<file path="config.mk">
export PLATFORM = sky130hd
export DESIGN_NAME = pcie_outbound_write
export DESIGN_NICKNAME = d
export VERILOG_FILES = /design/src/common/pcie_wr_pkg.sv /design/src/hdl/pcie_outbound_write.sv /design/src/hdl/tlp_write_framer.sv /design/src/hdl/write_cmd_splitter.sv /design/src/write_buffer/outbound_write_buffer.sv /design/src/hdl/fifo_rvho.sv
export SDC_FILE = /design/constraint.sdc
export NUM_CORES = 2
export LEC_CHECK = 0
export ABC_AREA = 0
export BUFFER_PORTS_ARGS = -buffer_cell sky130_fd_sc_hd__buf_2
export CORE_MARGIN = 3
export CORE_UTILIZATION = 30
export CTS_CLUSTER_DIAMETER = 100
export DETAILED_ROUTE_END_ITERATION = 8
export GPL_ROUTABILITY_DRIVEN = 0
export PLACE_DENSITY = 0.42
export SYNTH_ARGS = -nofsm -noshare
export SYNTH_HDL_FRONTEND = slang
export SYNTH_HIERARCHICAL = 1
export SYNTH_SLANG_ARGS = --single-unit
</file>
<file path="constraint.sdc">
create_clock -name clk -period 5.6 [get_ports clk]
set_input_delay 1.4 -clock clk [delete_from_list [all_inputs] [get_ports clk]]
set_output_delay 1.4 -clock clk [all_outputs]
set_load 0.005 [all_outputs]
</file>
<file path="src/common/pcie_wr_pkg.sv">
package pcie_wr_pkg;

    // AXI write response codes
    localparam logic [1:0] axi_resp_okay   = 2'b00;
    // Write lost to a flush
    localparam logic [1:0] axi_resp_slverr = 2'b10;

    // TLP header field widths
    localparam int tlp_len_w = 10;
    localparam int tlp_be_w  = 4;

    // Ceiling of log2, sizes counters and FIFO pointers
    function automatic int clog2_f(input int value);
        int result;
        result = 0;
        while ((1 << result) < value) begin
            result = result + 1;
        end
        return result;
    endfunction

endpackage
</file>
<file path="src/hdl/pcie_outbound_write.sv">
`timescale 1ns/10ps

module pcie_outbound_write import pcie_wr_pkg::*; #(
    parameter int ADDR        = 32,
    parameter int LEN         = 4,
    parameter int MOT         = 16,
    parameter int BUFA        = LEN + 1,
    parameter int MAX_PAYLOAD = 8
) (
    input  logic            clk,
    input  logic            rst,
    output logic            aw_ready,
    input  logic            aw_valid,
    input  logic [ADDR-1:0] aw_addr,
    input  logic [LEN-1:0]  aw_len,
    output logic            w_ready,
    input  logic            w_valid,
    input  logic            w_last,
    input  logic [3:0]      w_strb,
    input  logic [31:0]     w_data,
    input  logic            b_ready,
    output logic            b_valid,
    output logic [1:0]      b_resp,
    input  logic            tlp_ready,
    output logic            tlp_valid,
    output logic [31:0]     tlp_data,
    output logic            tlp_sof,
    output logic            tlp_eof,
    output logic            wr_busy,
    input  logic            wr_disable,
    input  logic            wr_flush
);

    logic                 cmd_aw_ready;
    logic                 cmd_aw_valid;
    logic [ADDR-1:2]      cmd_aw_addr;
    logic [LEN-1:0]       cmd_aw_len;
    logic                 cmd_w_ready;
    logic                 cmd_w_valid;
    logic [3:0]           cmd_w_strb;
    logic                 req_ready;
    logic                 req_valid;
    logic [ADDR-1:2]      req_addr;
    logic [tlp_len_w-1:0] req_len;
    logic [tlp_be_w-1:0]  req_first_be;
    logic [tlp_be_w-1:0]  req_last_be;
    logic                 tlp_d_ready;
    logic                 tlp_d_valid;
    logic [31:0]          tlp_d_data;
    logic                 tlp_d_axi_last;
    logic                 tlp_d_axi_ack;

    outbound_write_buffer #(
        .ADDR (ADDR),
        .LEN  (LEN),
        .MOT  (MOT),
        .BUFA (BUFA)
    ) buffer_i (
        .clk            (clk),
        .rst            (rst),
        .aw_ready       (aw_ready),
        .aw_valid       (aw_valid),
        .aw_addr        (aw_addr),
        .aw_len         (aw_len),
        .w_ready        (w_ready),
        .w_valid        (w_valid),
        .w_last         (w_last),
        .w_strb         (w_strb),
        .w_data         (w_data),
        .b_ready        (b_ready),
        .b_valid        (b_valid),
        .b_resp         (b_resp),
        .cmd_aw_ready   (cmd_aw_ready),
        .cmd_aw_valid   (cmd_aw_valid),
        .cmd_aw_addr    (cmd_aw_addr),
        .cmd_aw_len     (cmd_aw_len),
        .cmd_w_ready    (cmd_w_ready),
        .cmd_w_valid    (cmd_w_valid),
        .cmd_w_strb     (cmd_w_strb),
        .tlp_d_ready    (tlp_d_ready),
        .tlp_d_valid    (tlp_d_valid),
        .tlp_d_data     (tlp_d_data),
        .tlp_d_axi_last (tlp_d_axi_last),
        .tlp_d_axi_ack  (tlp_d_axi_ack),
        .wr_busy        (wr_busy),
        .wr_disable     (wr_disable),
        .wr_flush       (wr_flush)
    );

    write_cmd_splitter #(
        .ADDR        (ADDR),
        .LEN         (LEN),
        .MAX_PAYLOAD (MAX_PAYLOAD)
    ) splitter_i (
        .clk          (clk),
        .rst          (rst),
        .cmd_aw_ready (cmd_aw_ready),
        .cmd_aw_valid (cmd_aw_valid),
        .cmd_aw_addr  (cmd_aw_addr),
        .cmd_aw_len   (cmd_aw_len),
        .cmd_w_ready  (cmd_w_ready),
        .cmd_w_valid  (cmd_w_valid),
        .cmd_w_strb   (cmd_w_strb),
        .req_ready    (req_ready),
        .req_valid    (req_valid),
        .req_addr     (req_addr),
        .req_len      (req_len),
        .req_first_be (req_first_be),
        .req_last_be  (req_last_be)
    );

    tlp_write_framer #(
        .ADDR (ADDR)
    ) framer_i (
        .clk            (clk),
        .rst            (rst),
        .req_ready      (req_ready),
        .req_valid      (req_valid),
        .req_addr       (req_addr),
        .req_len        (req_len),
        .req_first_be   (req_first_be),
        .req_last_be    (req_last_be),
        .tlp_d_ready    (tlp_d_ready),
        .tlp_d_valid    (tlp_d_valid),
        .tlp_d_data     (tlp_d_data),
        .tlp_d_axi_last (tlp_d_axi_last),
        .tlp_d_axi_ack  (tlp_d_axi_ack),
        .tlp_ready      (tlp_ready),
        .tlp_valid      (tlp_valid),
        .tlp_data       (tlp_data),
        .tlp_sof        (tlp_sof),
        .tlp_eof        (tlp_eof)
    );

endmodule

</file>
<file path="src/hdl/tlp_write_framer.sv">
`timescale 1ns/10ps

module tlp_write_framer import pcie_wr_pkg::*; #(
    parameter int ADDR = 32
) (
    input  logic                 clk,
    input  logic                 rst,
    output logic                 req_ready,
    input  logic                 req_valid,
    input  logic [ADDR-1:2]      req_addr,
    input  logic [tlp_len_w-1:0] req_len,
    input  logic [tlp_be_w-1:0]  req_first_be,
    input  logic [tlp_be_w-1:0]  req_last_be,
    output logic                 tlp_d_ready,
    input  logic                 tlp_d_valid,
    input  logic [31:0]          tlp_d_data,
    input  logic                 tlp_d_axi_last,
    output logic                 tlp_d_axi_ack,
    input  logic                 tlp_ready,
    output logic                 tlp_valid,
    output logic [31:0]          tlp_data,
    output logic                 tlp_sof,
    output logic                 tlp_eof
);

    localparam logic [1:0] S_HDR0 = 2'd0;
    localparam logic [1:0] S_HDR1 = 2'd1;
    localparam logic [1:0] S_PAY  = 2'd2;

    logic [1:0]           state;
    logic [tlp_len_w-1:0] remain;
    logic                 tlp_xfer;

    assign tlp_xfer = tlp_ready && tlp_valid;

    always_comb begin
        tlp_valid = 1'b0;
        tlp_data  = '0;
        case (state)
            S_HDR0: begin
                tlp_valid = req_valid;
                tlp_data  = {8'd0, req_last_be, req_first_be, 6'd0, req_len};
            end
            S_HDR1: begin
                tlp_valid = 1'b1;
                tlp_data  = 32'({req_addr, 2'b00});
            end
            S_PAY: begin
                tlp_valid = tlp_d_valid;
                tlp_data  = tlp_d_data;
            end
            default: begin
                tlp_valid = 1'b0;
            end
        endcase
    end

    assign tlp_sof       = (state == S_HDR0);
    assign tlp_eof       = (state == S_PAY) && (remain == tlp_len_w'(1));
    // Request is released once its address dword goes out
    assign req_ready     = (state == S_HDR1) && tlp_ready;
    assign tlp_d_ready   = (state == S_PAY) && tlp_ready;
    assign tlp_d_axi_ack = tlp_d_ready && tlp_d_valid && tlp_d_axi_last;

    always_ff @(posedge clk) begin
        if (rst) begin
            state  <= S_HDR0;
            remain <= '0;
        end else if (tlp_xfer) begin
            case (state)
                S_HDR0: state <= S_HDR1;
                S_HDR1: begin
                    state  <= S_PAY;
                    remain <= req_len;
                end
                default: begin
                    remain <= remain - 1'b1;
                    if (remain == tlp_len_w'(1)) begin
                        state <= S_HDR0;
                    end
                end
            endcase
        end
    end

endmodule

</file>
<file path="src/hdl/write_cmd_splitter.sv">
`timescale 1ns/10ps

module write_cmd_splitter import pcie_wr_pkg::*; #(
    parameter int ADDR        = 32,
    parameter int LEN         = 4,
    parameter int MAX_PAYLOAD = 8
) (
    input  logic                 clk,
    input  logic                 rst,
    output logic                 cmd_aw_ready,
    input  logic                 cmd_aw_valid,
    input  logic [ADDR-1:2]      cmd_aw_addr,
    input  logic [LEN-1:0]       cmd_aw_len,
    output logic                 cmd_w_ready,
    input  logic                 cmd_w_valid,
    input  logic [3:0]           cmd_w_strb,
    input  logic                 req_ready,
    output logic                 req_valid,
    output logic [ADDR-1:2]      req_addr,
    output logic [tlp_len_w-1:0] req_len,
    output logic [tlp_be_w-1:0]  req_first_be,
    output logic [tlp_be_w-1:0]  req_last_be
);

    localparam int MPB = clog2_f(MAX_PAYLOAD);
    // Wide enough for a whole burst or a whole piece
    localparam int CW  = (LEN > MPB) ? LEN + 1 : MPB + 1;

    localparam logic [1:0] S_IDLE = 2'd0;
    localparam logic [1:0] S_STRB = 2'd1;
    localparam logic [1:0] S_REQ  = 2'd2;

    logic [1:0]      state;
    logic [ADDR-1:2] cur_addr;
    logic [CW-1:0]   remain;
    logic [CW-1:0]   strb_cnt;
    logic [CW-1:0]   offset;
    logic [CW-1:0]   to_bound;
    logic [CW-1:0]   piece_len;

    // Dwords left before the next MAX_PAYLOAD boundary
    assign offset    = CW'(cur_addr & (ADDR-2)'(MAX_PAYLOAD - 1));
    assign to_bound  = CW'(MAX_PAYLOAD) - offset;
    assign piece_len = (remain < to_bound) ? remain : to_bound;

    assign cmd_aw_ready = (state == S_IDLE);
    assign cmd_w_ready  = (state == S_STRB);
    assign req_valid    = (state == S_REQ);
    assign req_addr     = cur_addr;
    assign req_len      = tlp_len_w'(piece_len);

    always_ff @(posedge clk) begin
        if (rst) begin
            state    <= S_IDLE;
            strb_cnt <= '0;
        end else begin
            case (state)
                S_IDLE: begin
                    if (cmd_aw_valid) begin
                        state <= S_STRB;
                    end
                end
                S_STRB: begin
                    // One strobe per dword of the piece
                    if (cmd_w_valid) begin
                        if (strb_cnt == piece_len - CW'(1)) begin
                            strb_cnt <= '0;
                            state    <= S_REQ;
                        end else begin
                            strb_cnt <= strb_cnt + CW'(1);
                        end
                    end
                end
                S_REQ: begin
                    if (req_ready) begin
                        state <= (remain == piece_len) ? S_IDLE : S_STRB;
                    end
                end
                default: begin
                    state <= S_IDLE;
                end
            endcase
        end
    end

    always_ff @(posedge clk) begin
        if (cmd_aw_ready && cmd_aw_valid) begin
            cur_addr <= cmd_aw_addr;
            remain   <= CW'(cmd_aw_len) + CW'(1);
        end
        if (req_valid && req_ready) begin
            cur_addr <= cur_addr + (ADDR-2)'(piece_len);
            remain   <= remain - piece_len;
        end
        // Last byte enables stay zero for a single-dword piece
        if (cmd_w_ready && cmd_w_valid) begin
            if (strb_cnt == '0) begin
                req_first_be <= cmd_w_strb;
                req_last_be  <= '0;
            end else begin
                req_last_be <= cmd_w_strb;
            end
        end
    end

endmodule

</file>
<file path="src/write_buffer/outbound_write_buffer.sv">
`timescale 1ns/10ps

module outbound_write_buffer import pcie_wr_pkg::*; #(
    parameter int ADDR = 32,
    parameter int LEN  = 4,
    parameter int MOT  = 16,
    parameter int BUFA = LEN + 1
) (
    input  logic            clk,
    input  logic            rst,
    output logic            aw_ready,
    input  logic            aw_valid,
    input  logic [ADDR-1:0] aw_addr,
    input  logic [LEN-1:0]  aw_len,
    output logic            w_ready,
    input  logic            w_valid,
    input  logic            w_last,
    input  logic [3:0]      w_strb,
    input  logic [31:0]     w_data,
    input  logic            b_ready,
    output logic            b_valid,
    output logic [1:0]      b_resp,
    input  logic            cmd_aw_ready,
    output logic            cmd_aw_valid,
    output logic [ADDR-1:2] cmd_aw_addr,
    output logic [LEN-1:0]  cmd_aw_len,
    input  logic            cmd_w_ready,
    output logic            cmd_w_valid,
    output logic [3:0]      cmd_w_strb,
    input  logic            tlp_d_ready,
    output logic            tlp_d_valid,
    output logic [31:0]     tlp_d_data,
    output logic            tlp_d_axi_last,
    input  logic            tlp_d_axi_ack,
    output logic            wr_busy,
    input  logic            wr_disable,
    input  logic            wr_flush
);

    localparam int MOTB = clog2_f(MOT);

    logic [MOTB:0] mot_cnt;
    logic          mot_zero;
    logic          mot_full;
    logic [MOTB:0] next_mot_cnt;
    logic          next_mot_zero;
    logic          next_mot_full;
    logic          aw_xfer;
    logic          w_xfer;
    logic          b_xfer;
    logic [BUFA:0] buf_free;
    logic [BUFA:0] next_buf_free;
    logic          aw_almost_full;
    logic [MOTB:0] w_cnt;
    logic          w_done;
    logic [MOTB:0] b_cnt;
    logic          b_cnt_zero;
    logic [MOTB:0] next_b_cnt;
    logic          next_b_cnt_zero;
    logic          b_inc;
    logic          b_dec;

    assign aw_xfer = aw_ready && aw_valid;
    assign w_xfer  = w_ready && w_valid;
    assign w_done  = w_xfer && w_last;
    assign b_xfer  = b_ready && b_valid;
    assign wr_busy = !mot_zero;

    // Outstanding bursts, from AW accept to B accept
    always_comb begin
        next_mot_cnt  = mot_cnt;
        next_mot_zero = mot_zero;
        next_mot_full = mot_full;
        if (aw_xfer && !b_xfer) begin
            next_mot_cnt  = mot_cnt + 1'b1;
            next_mot_zero = 1'b0;
            next_mot_full = (mot_cnt == (MOTB+1)'(MOT - 1));
        end
        if (!aw_xfer && b_xfer) begin
            next_mot_cnt  = mot_cnt - 1'b1;
            next_mot_zero = (mot_cnt == (MOTB+1)'(1));
            next_mot_full = 1'b0;
        end
    end

    // Words reserved per burst, returned as payload leaves
    always_comb begin
        next_buf_free = buf_free;
        if (aw_xfer) begin
            next_buf_free = next_buf_free - (BUFA+1)'(aw_len) - (BUFA+1)'(1);
        end
        if (tlp_d_ready && tlp_d_valid) begin
            next_buf_free = next_buf_free + (BUFA+1)'(1);
        end
    end

    always_ff @(posedge clk) begin
        if (rst) begin
            mot_cnt  <= '0;
            mot_zero <= 1'b1;
            mot_full <= 1'b0;
            buf_free <= (BUFA+1)'(2**BUFA);
            aw_ready <= 1'b0;
        end else begin
            mot_cnt  <= next_mot_cnt;
            mot_zero <= next_mot_zero;
            mot_full <= next_mot_full;
            buf_free <= next_buf_free;
            // Room for a full-length burst is required
            aw_ready <= (|next_buf_free[BUFA:LEN]) && !next_mot_full &&
                        !aw_almost_full && !wr_disable;
        end
    end

    fifo_rvho #(
        .DATA        (ADDR - 2 + LEN),
        .ADDR        (2),
        .ALMOST_FULL (1)
    ) fifo_cmd_aw (
        .clk            (clk),
        .rst            (rst),
        .wr_push        (aw_xfer),
        .wr_data        ({aw_addr[ADDR-1:2], aw_len}),
        .wr_almost_full (aw_almost_full),
        .rd_ready       (cmd_aw_ready),
        .rd_valid       (cmd_aw_valid),
        .rd_data        ({cmd_aw_addr, cmd_aw_len})
    );

    // W only flows for commands already accepted
    always_ff @(posedge clk) begin
        if (rst) begin
            w_cnt   <= '0;
            w_ready <= 1'b0;
        end else begin
            if (aw_xfer && !w_done) begin
                w_cnt   <= w_cnt + 1'b1;
                w_ready <= 1'b1;
            end
            if (!aw_xfer && w_done) begin
                w_cnt   <= w_cnt - 1'b1;
                w_ready <= (w_cnt != (MOTB+1)'(1));
            end
        end
    end

    fifo_rvho #(
        .DATA        (4),
        .ADDR        (BUFA),
        .ALMOST_FULL (1)
    ) fifo_cmd_w (
        .clk            (clk),
        .rst            (rst),
        .wr_push        (w_xfer),
        .wr_data        (w_strb),
        .wr_almost_full (),
        .rd_ready       (cmd_w_ready),
        .rd_valid       (cmd_w_valid),
        .rd_data        (cmd_w_strb)
    );

    fifo_rvho #(
        .DATA        (33),
        .ADDR        (BUFA),
        .ALMOST_FULL (1)
    ) fifo_tlp_d (
        .clk            (clk),
        .rst            (rst),
        .wr_push        (w_xfer),
        .wr_data        ({w_last, w_data}),
        .wr_almost_full (),
        .rd_ready       (tlp_d_ready),
        .rd_valid       (tlp_d_valid),
        .rd_data        ({tlp_d_axi_last, tlp_d_data})
    );

    // Completed bursts waiting for a B response
    assign b_inc = tlp_d_axi_ack && !wr_flush;
    assign b_dec = b_xfer && !b_cnt_zero;

    always_comb begin
        next_b_cnt      = b_cnt;
        next_b_cnt_zero = b_cnt_zero;
        if (b_inc && !b_dec) begin
            next_b_cnt      = b_cnt + 1'b1;
            next_b_cnt_zero = 1'b0;
        end
        if (!b_inc && b_dec) begin
            next_b_cnt      = b_cnt - 1'b1;
            next_b_cnt_zero = (b_cnt == (MOTB+1)'(1));
        end
    end

    always_ff @(posedge clk) begin
        if (rst) begin
            b_cnt      <= '0;
            b_cnt_zero <= 1'b1;
            b_valid    <= 1'b0;
            b_resp     <= axi_resp_okay;
        end else begin
            b_cnt      <= next_b_cnt;
            b_cnt_zero <= next_b_cnt_zero;
            if (b_ready || !b_valid) begin
                if (!next_b_cnt_zero) begin
                    b_valid <= 1'b1;
                    b_resp  <= axi_resp_okay;
                end else if (!next_mot_zero && wr_flush) begin
                    // Burst dropped by the flush
                    b_valid <= 1'b1;
                    b_resp  <= axi_resp_slverr;
                end else begin
                    b_valid <= 1'b0;
                    b_resp  <= axi_resp_okay;
                end
            end
        end
    end

endmodule

</file>
<file path="src/hdl/fifo_rvho.sv">
`timescale 1ns/10ps

module fifo_rvho #(
    parameter int DATA        = 8,
    parameter int ADDR        = 4,
    parameter int ALMOST_FULL = 1
) (
    input  logic            clk,
    input  logic            rst,
    input  logic            wr_push,
    input  logic [DATA-1:0] wr_data,
    output logic            wr_almost_full,
    input  logic            rd_ready,
    output logic            rd_valid,
    output logic [DATA-1:0] rd_data
);

    logic [DATA-1:0] mem [2**ADDR];
    logic [ADDR-1:0] wr_ptr;
    logic [ADDR-1:0] rd_ptr;
    logic [ADDR:0]   count;
    logic            rd_pop;

    // Refill the output register when it is empty or being drained
    assign rd_pop = (count != '0) && (!rd_valid || rd_ready);

    // Free RAM entries at or below the threshold
    assign wr_almost_full = (count >= (ADDR+1)'(2**ADDR - ALMOST_FULL));

    always_ff @(posedge clk) begin
        if (wr_push) begin
            mem[wr_ptr] <= wr_data;
        end
        if (rd_pop) begin
            rd_data <= mem[rd_ptr];
        end
    end

    always_ff @(posedge clk) begin
        if (rst) begin
            wr_ptr   <= '0;
            rd_ptr   <= '0;
            count    <= '0;
            rd_valid <= 1'b0;
        end else begin
            if (wr_push) begin
                wr_ptr <= wr_ptr + 1'b1;
            end
            if (rd_pop) begin
                rd_ptr <= rd_ptr + 1'b1;
            end
            count <= count + (ADDR+1)'(wr_push) - (ADDR+1)'(rd_pop);
            if (rd_pop) begin
                rd_valid <= 1'b1;
            end else if (rd_ready) begin
                rd_valid <= 1'b0;
            end
        end
    end

endmodule

</file>
==> impl_metrics.yaml <==
outcome:
  status: "finished clean"
routing:
  drt_wl_total_um: 167300
  wl_met1_um: 77750
  vias: 31050
  wire_per_inst_um: 26.43
  drt_iter0_markers: 2474
  dr_wl_met2_um: 80070
  top_layer_used: "met5"
  ant_nets: 0
  vias_per_cell: 4.906
  wl_met3_um: 6406
  drt-pass1-iter-count: 5
  drcViolationCount: 0
min_path:
  worstHoldEndpoint: "framer_i/remain[7]"
  hold_path_startpoint: "framer_i/remain[7]"
  hold_path_class: "register to register"
  hold_depth: 2
synthesis:
  yosys_warnings: 6
  synth_cells: 3291
  synth.cell_area_um2: 61240
  synth.avg_cell_area_um2: 18.61
final_layout:
  utilization_pct: 35.05
  drive_gt1_share_pct: 22.41
  nNetsFinal: 3667
  areaGrowthSynthToFinish_pct: 15.92
power_and_ir_drop:
  power_density_nw_per_um2: 438.9
  leakage_nw: 22.48
  peakVddDrop_v: 0.0003255
  seqPwrFrac_pct: 44.4
  p_int_w: 0.02232
  power_frac_comb_pct: 19.9
  pwr-share-clk_pct: 35.6
  power_switching_share_pct: 28.38
  finalPower_w: 0.03116
  p_sw_w: 0.008840
setup_path:
  r2r_end: "splitter_i/req_addr[22]"
  cp_max_fo: 8
  r2r_cells: 18
  worst_ep_required_time_ns: 4.20
  worst-r2r-setup-slack_ns: 0.62
  start_kind: "register"
  criticalPathCategory: "register to primary output"
  endpoint_kind: "primary output"
  arrival_ns: 3.85
  r2r-start: "splitter_i/req_addr[2]"
sta:
  max_freq_mhz: 190.4
  hold-worst-slack_ns: 0.4818
  timing.slew.headroom_pct: 34.06
  fin_worst_skew_ns: 0.05399
  worst_slack_ns: 0.3484
  tightest_slew_ns: 0.9877
  hold_viol_final: 0
  period_minus_slack_ns: 5.252
  finalCritPeriodShare_pct: 93.78
  tns_ns: 0
  timing.final.max_slew_violations: 0
  setup_viol: 0
  rsz0062_at_grt: "false"
floorplan:
  die_h_um: 457.8
  pin_count: 122
  rows: 165
  core_area_um2: 202500
  start_util_pct: 30.24
  die_w_um: 457.8
  dieArea_um2: 209600
global_routing:
  grt_pass1_vias: 32320
  grt_antenna_before_repair: 12
  grtUsageTotal_pct: 15.91
  grt_pass1_wl_um: 241500
  grt_max_degree: 70
  overflow: 0
clocking:
  cts_hold_buf: 0
  clock_latency_ns: 0.81
  cts_buffers: 170
  cts.path.max_buffers: 3
  path_clk_slew_ns: 0.06
  tritoncts: "yes"
  post_cts_buffers: 0
  cts_sinks: 1523
  h-tree-depth: 4
  cts-root-buf: "clkbuf_16"
placement:
  pre_cts_ws_ns: 0.6880
  io_buffers: 118
  place_hpwl_um: 99390
job:
  drv_cap: 0
[registers in the layout (all words and copies together), names as in the netlist, 6 cells and up]
register and flops:
buffer_i/fifo_tlp_d/mem 1056, buffer_i/fifo_tlp_d/rd_data 33, buffer_i/fifo_cmd_w/count 6, buffer_i/fifo_cmd_aw/mem 136
buffer_i/fifo_cmd_w/mem 128, buffer_i/buf_free 6, framer_i/remain 10, buffer_i/fifo_cmd_aw/rd_data 34
splitter_i/req_addr 30, buffer_i/fifo_tlp_d/count 6
[power groups by stage]
| stage | Clock (W) | Sequential, W | Combinational, W |
|---|---|---|---|
| after floorplan | 0 | 0.0136 | 0.00482 |
| after global placement | 0 | 0.0141 | 0.00640 |
| after detailed placement | 0 | 0.0141 | 0.00639 |
| after CTS | 0.0114 | 0.0139 | 0.00642 |
| after global routing | 0.0119 | 0.0139 | 0.00685 |
| final | 0.0111 | 0.0138 | 0.00620 |
[what timing repair did]
action | CTS | global route
setup endpoints to repair | 0 | 2
resized for setup | 0 | 1
hold endpoints to repair | 0 | 0
[worst max-delay path, cell delays in order (launching register included)]
cell,delay [ns]
edfxtp_1,0.51
inv_1,0.08
ha_1,0.23
nor2b_1,0.15
or2_1,0.26
ha_1,0.30
o21ai_1,0.25
and2_1,0.32
o21ai_0,0.19
and2_1,0.23
inv_1,0.11
mux2i_1,0.07
o21ai_0,0.18
buf_2,0.17
[stage by stage]
stage	area, um2	std cells
4_1_cts	70970	6322
2_1_floorplan	61270	3297
6_report	70980	6328
3_5_place_dp	65400	6008
5_1_grt	70980	6325
3_3_place_gp	65400	6008
[final cells by class]
cell class | count | area (um2)
Antenna cell | 6 | 15.01
Clock buffer | 209 | 4483
Clock inverter | 105 | 1084
Fill cell | 18960 | 131500
Inverter | 81 | 309.0
Multi-Input combinational cell | 1513 | 15280
Sequential cell | 1523 | 44860
Tap cell | 2672 | 3343
Timing Repair Buffer | 219 | 1614
[how the worst max path moves through the flow]
stage | endpoint | slack [ns] | from | cells after the start
floorplan | buffer_i/fifo_tlp_d/mem[14][0] | 0.71 | w_valid | 4
detailed placement | splitter_i/req_addr[22] | 0.69 | splitter_i/req_addr[2] | 18
finish | tlp_data[2] | 0.35 | splitter_i/req_addr[2] | 13
global placement | splitter_i/req_addr[22] | 0.69 | splitter_i/req_addr[2] | 18
global route | tlp_data[3] | 0.05 | splitter_i/req_addr[2] | 13
CTS | tlp_data[2] | 0.19 | splitter_i/req_addr[2] | 13
[routing by layer]
layer  global-route usage, %  vias up
met2                   25.60      577
li1                        -    13740
met3                   2.320      207
met4                   3.821        4
met1                   22.72    16520
met5                       0        -
[layout by cell type, fill, tap and decap left out, drive strengths merged, types with 15 or more instances in the layout]
master and instances:
mux4 259, a211oi 15, edfxtp 1434, xnor2 39, nor2b 38, a22o 18
nor3 27, mux2i 175, inv 87, nand3 28, clkbuf 209, dfxtp 89
nand4 19, nor2 132, a21oi 113, nand2 109, clkinv 79, buf 219
o21ai 82, o221ai 68, a22oi 101, ha 72, xor2 35
Power figures use the tool's default switching activity.
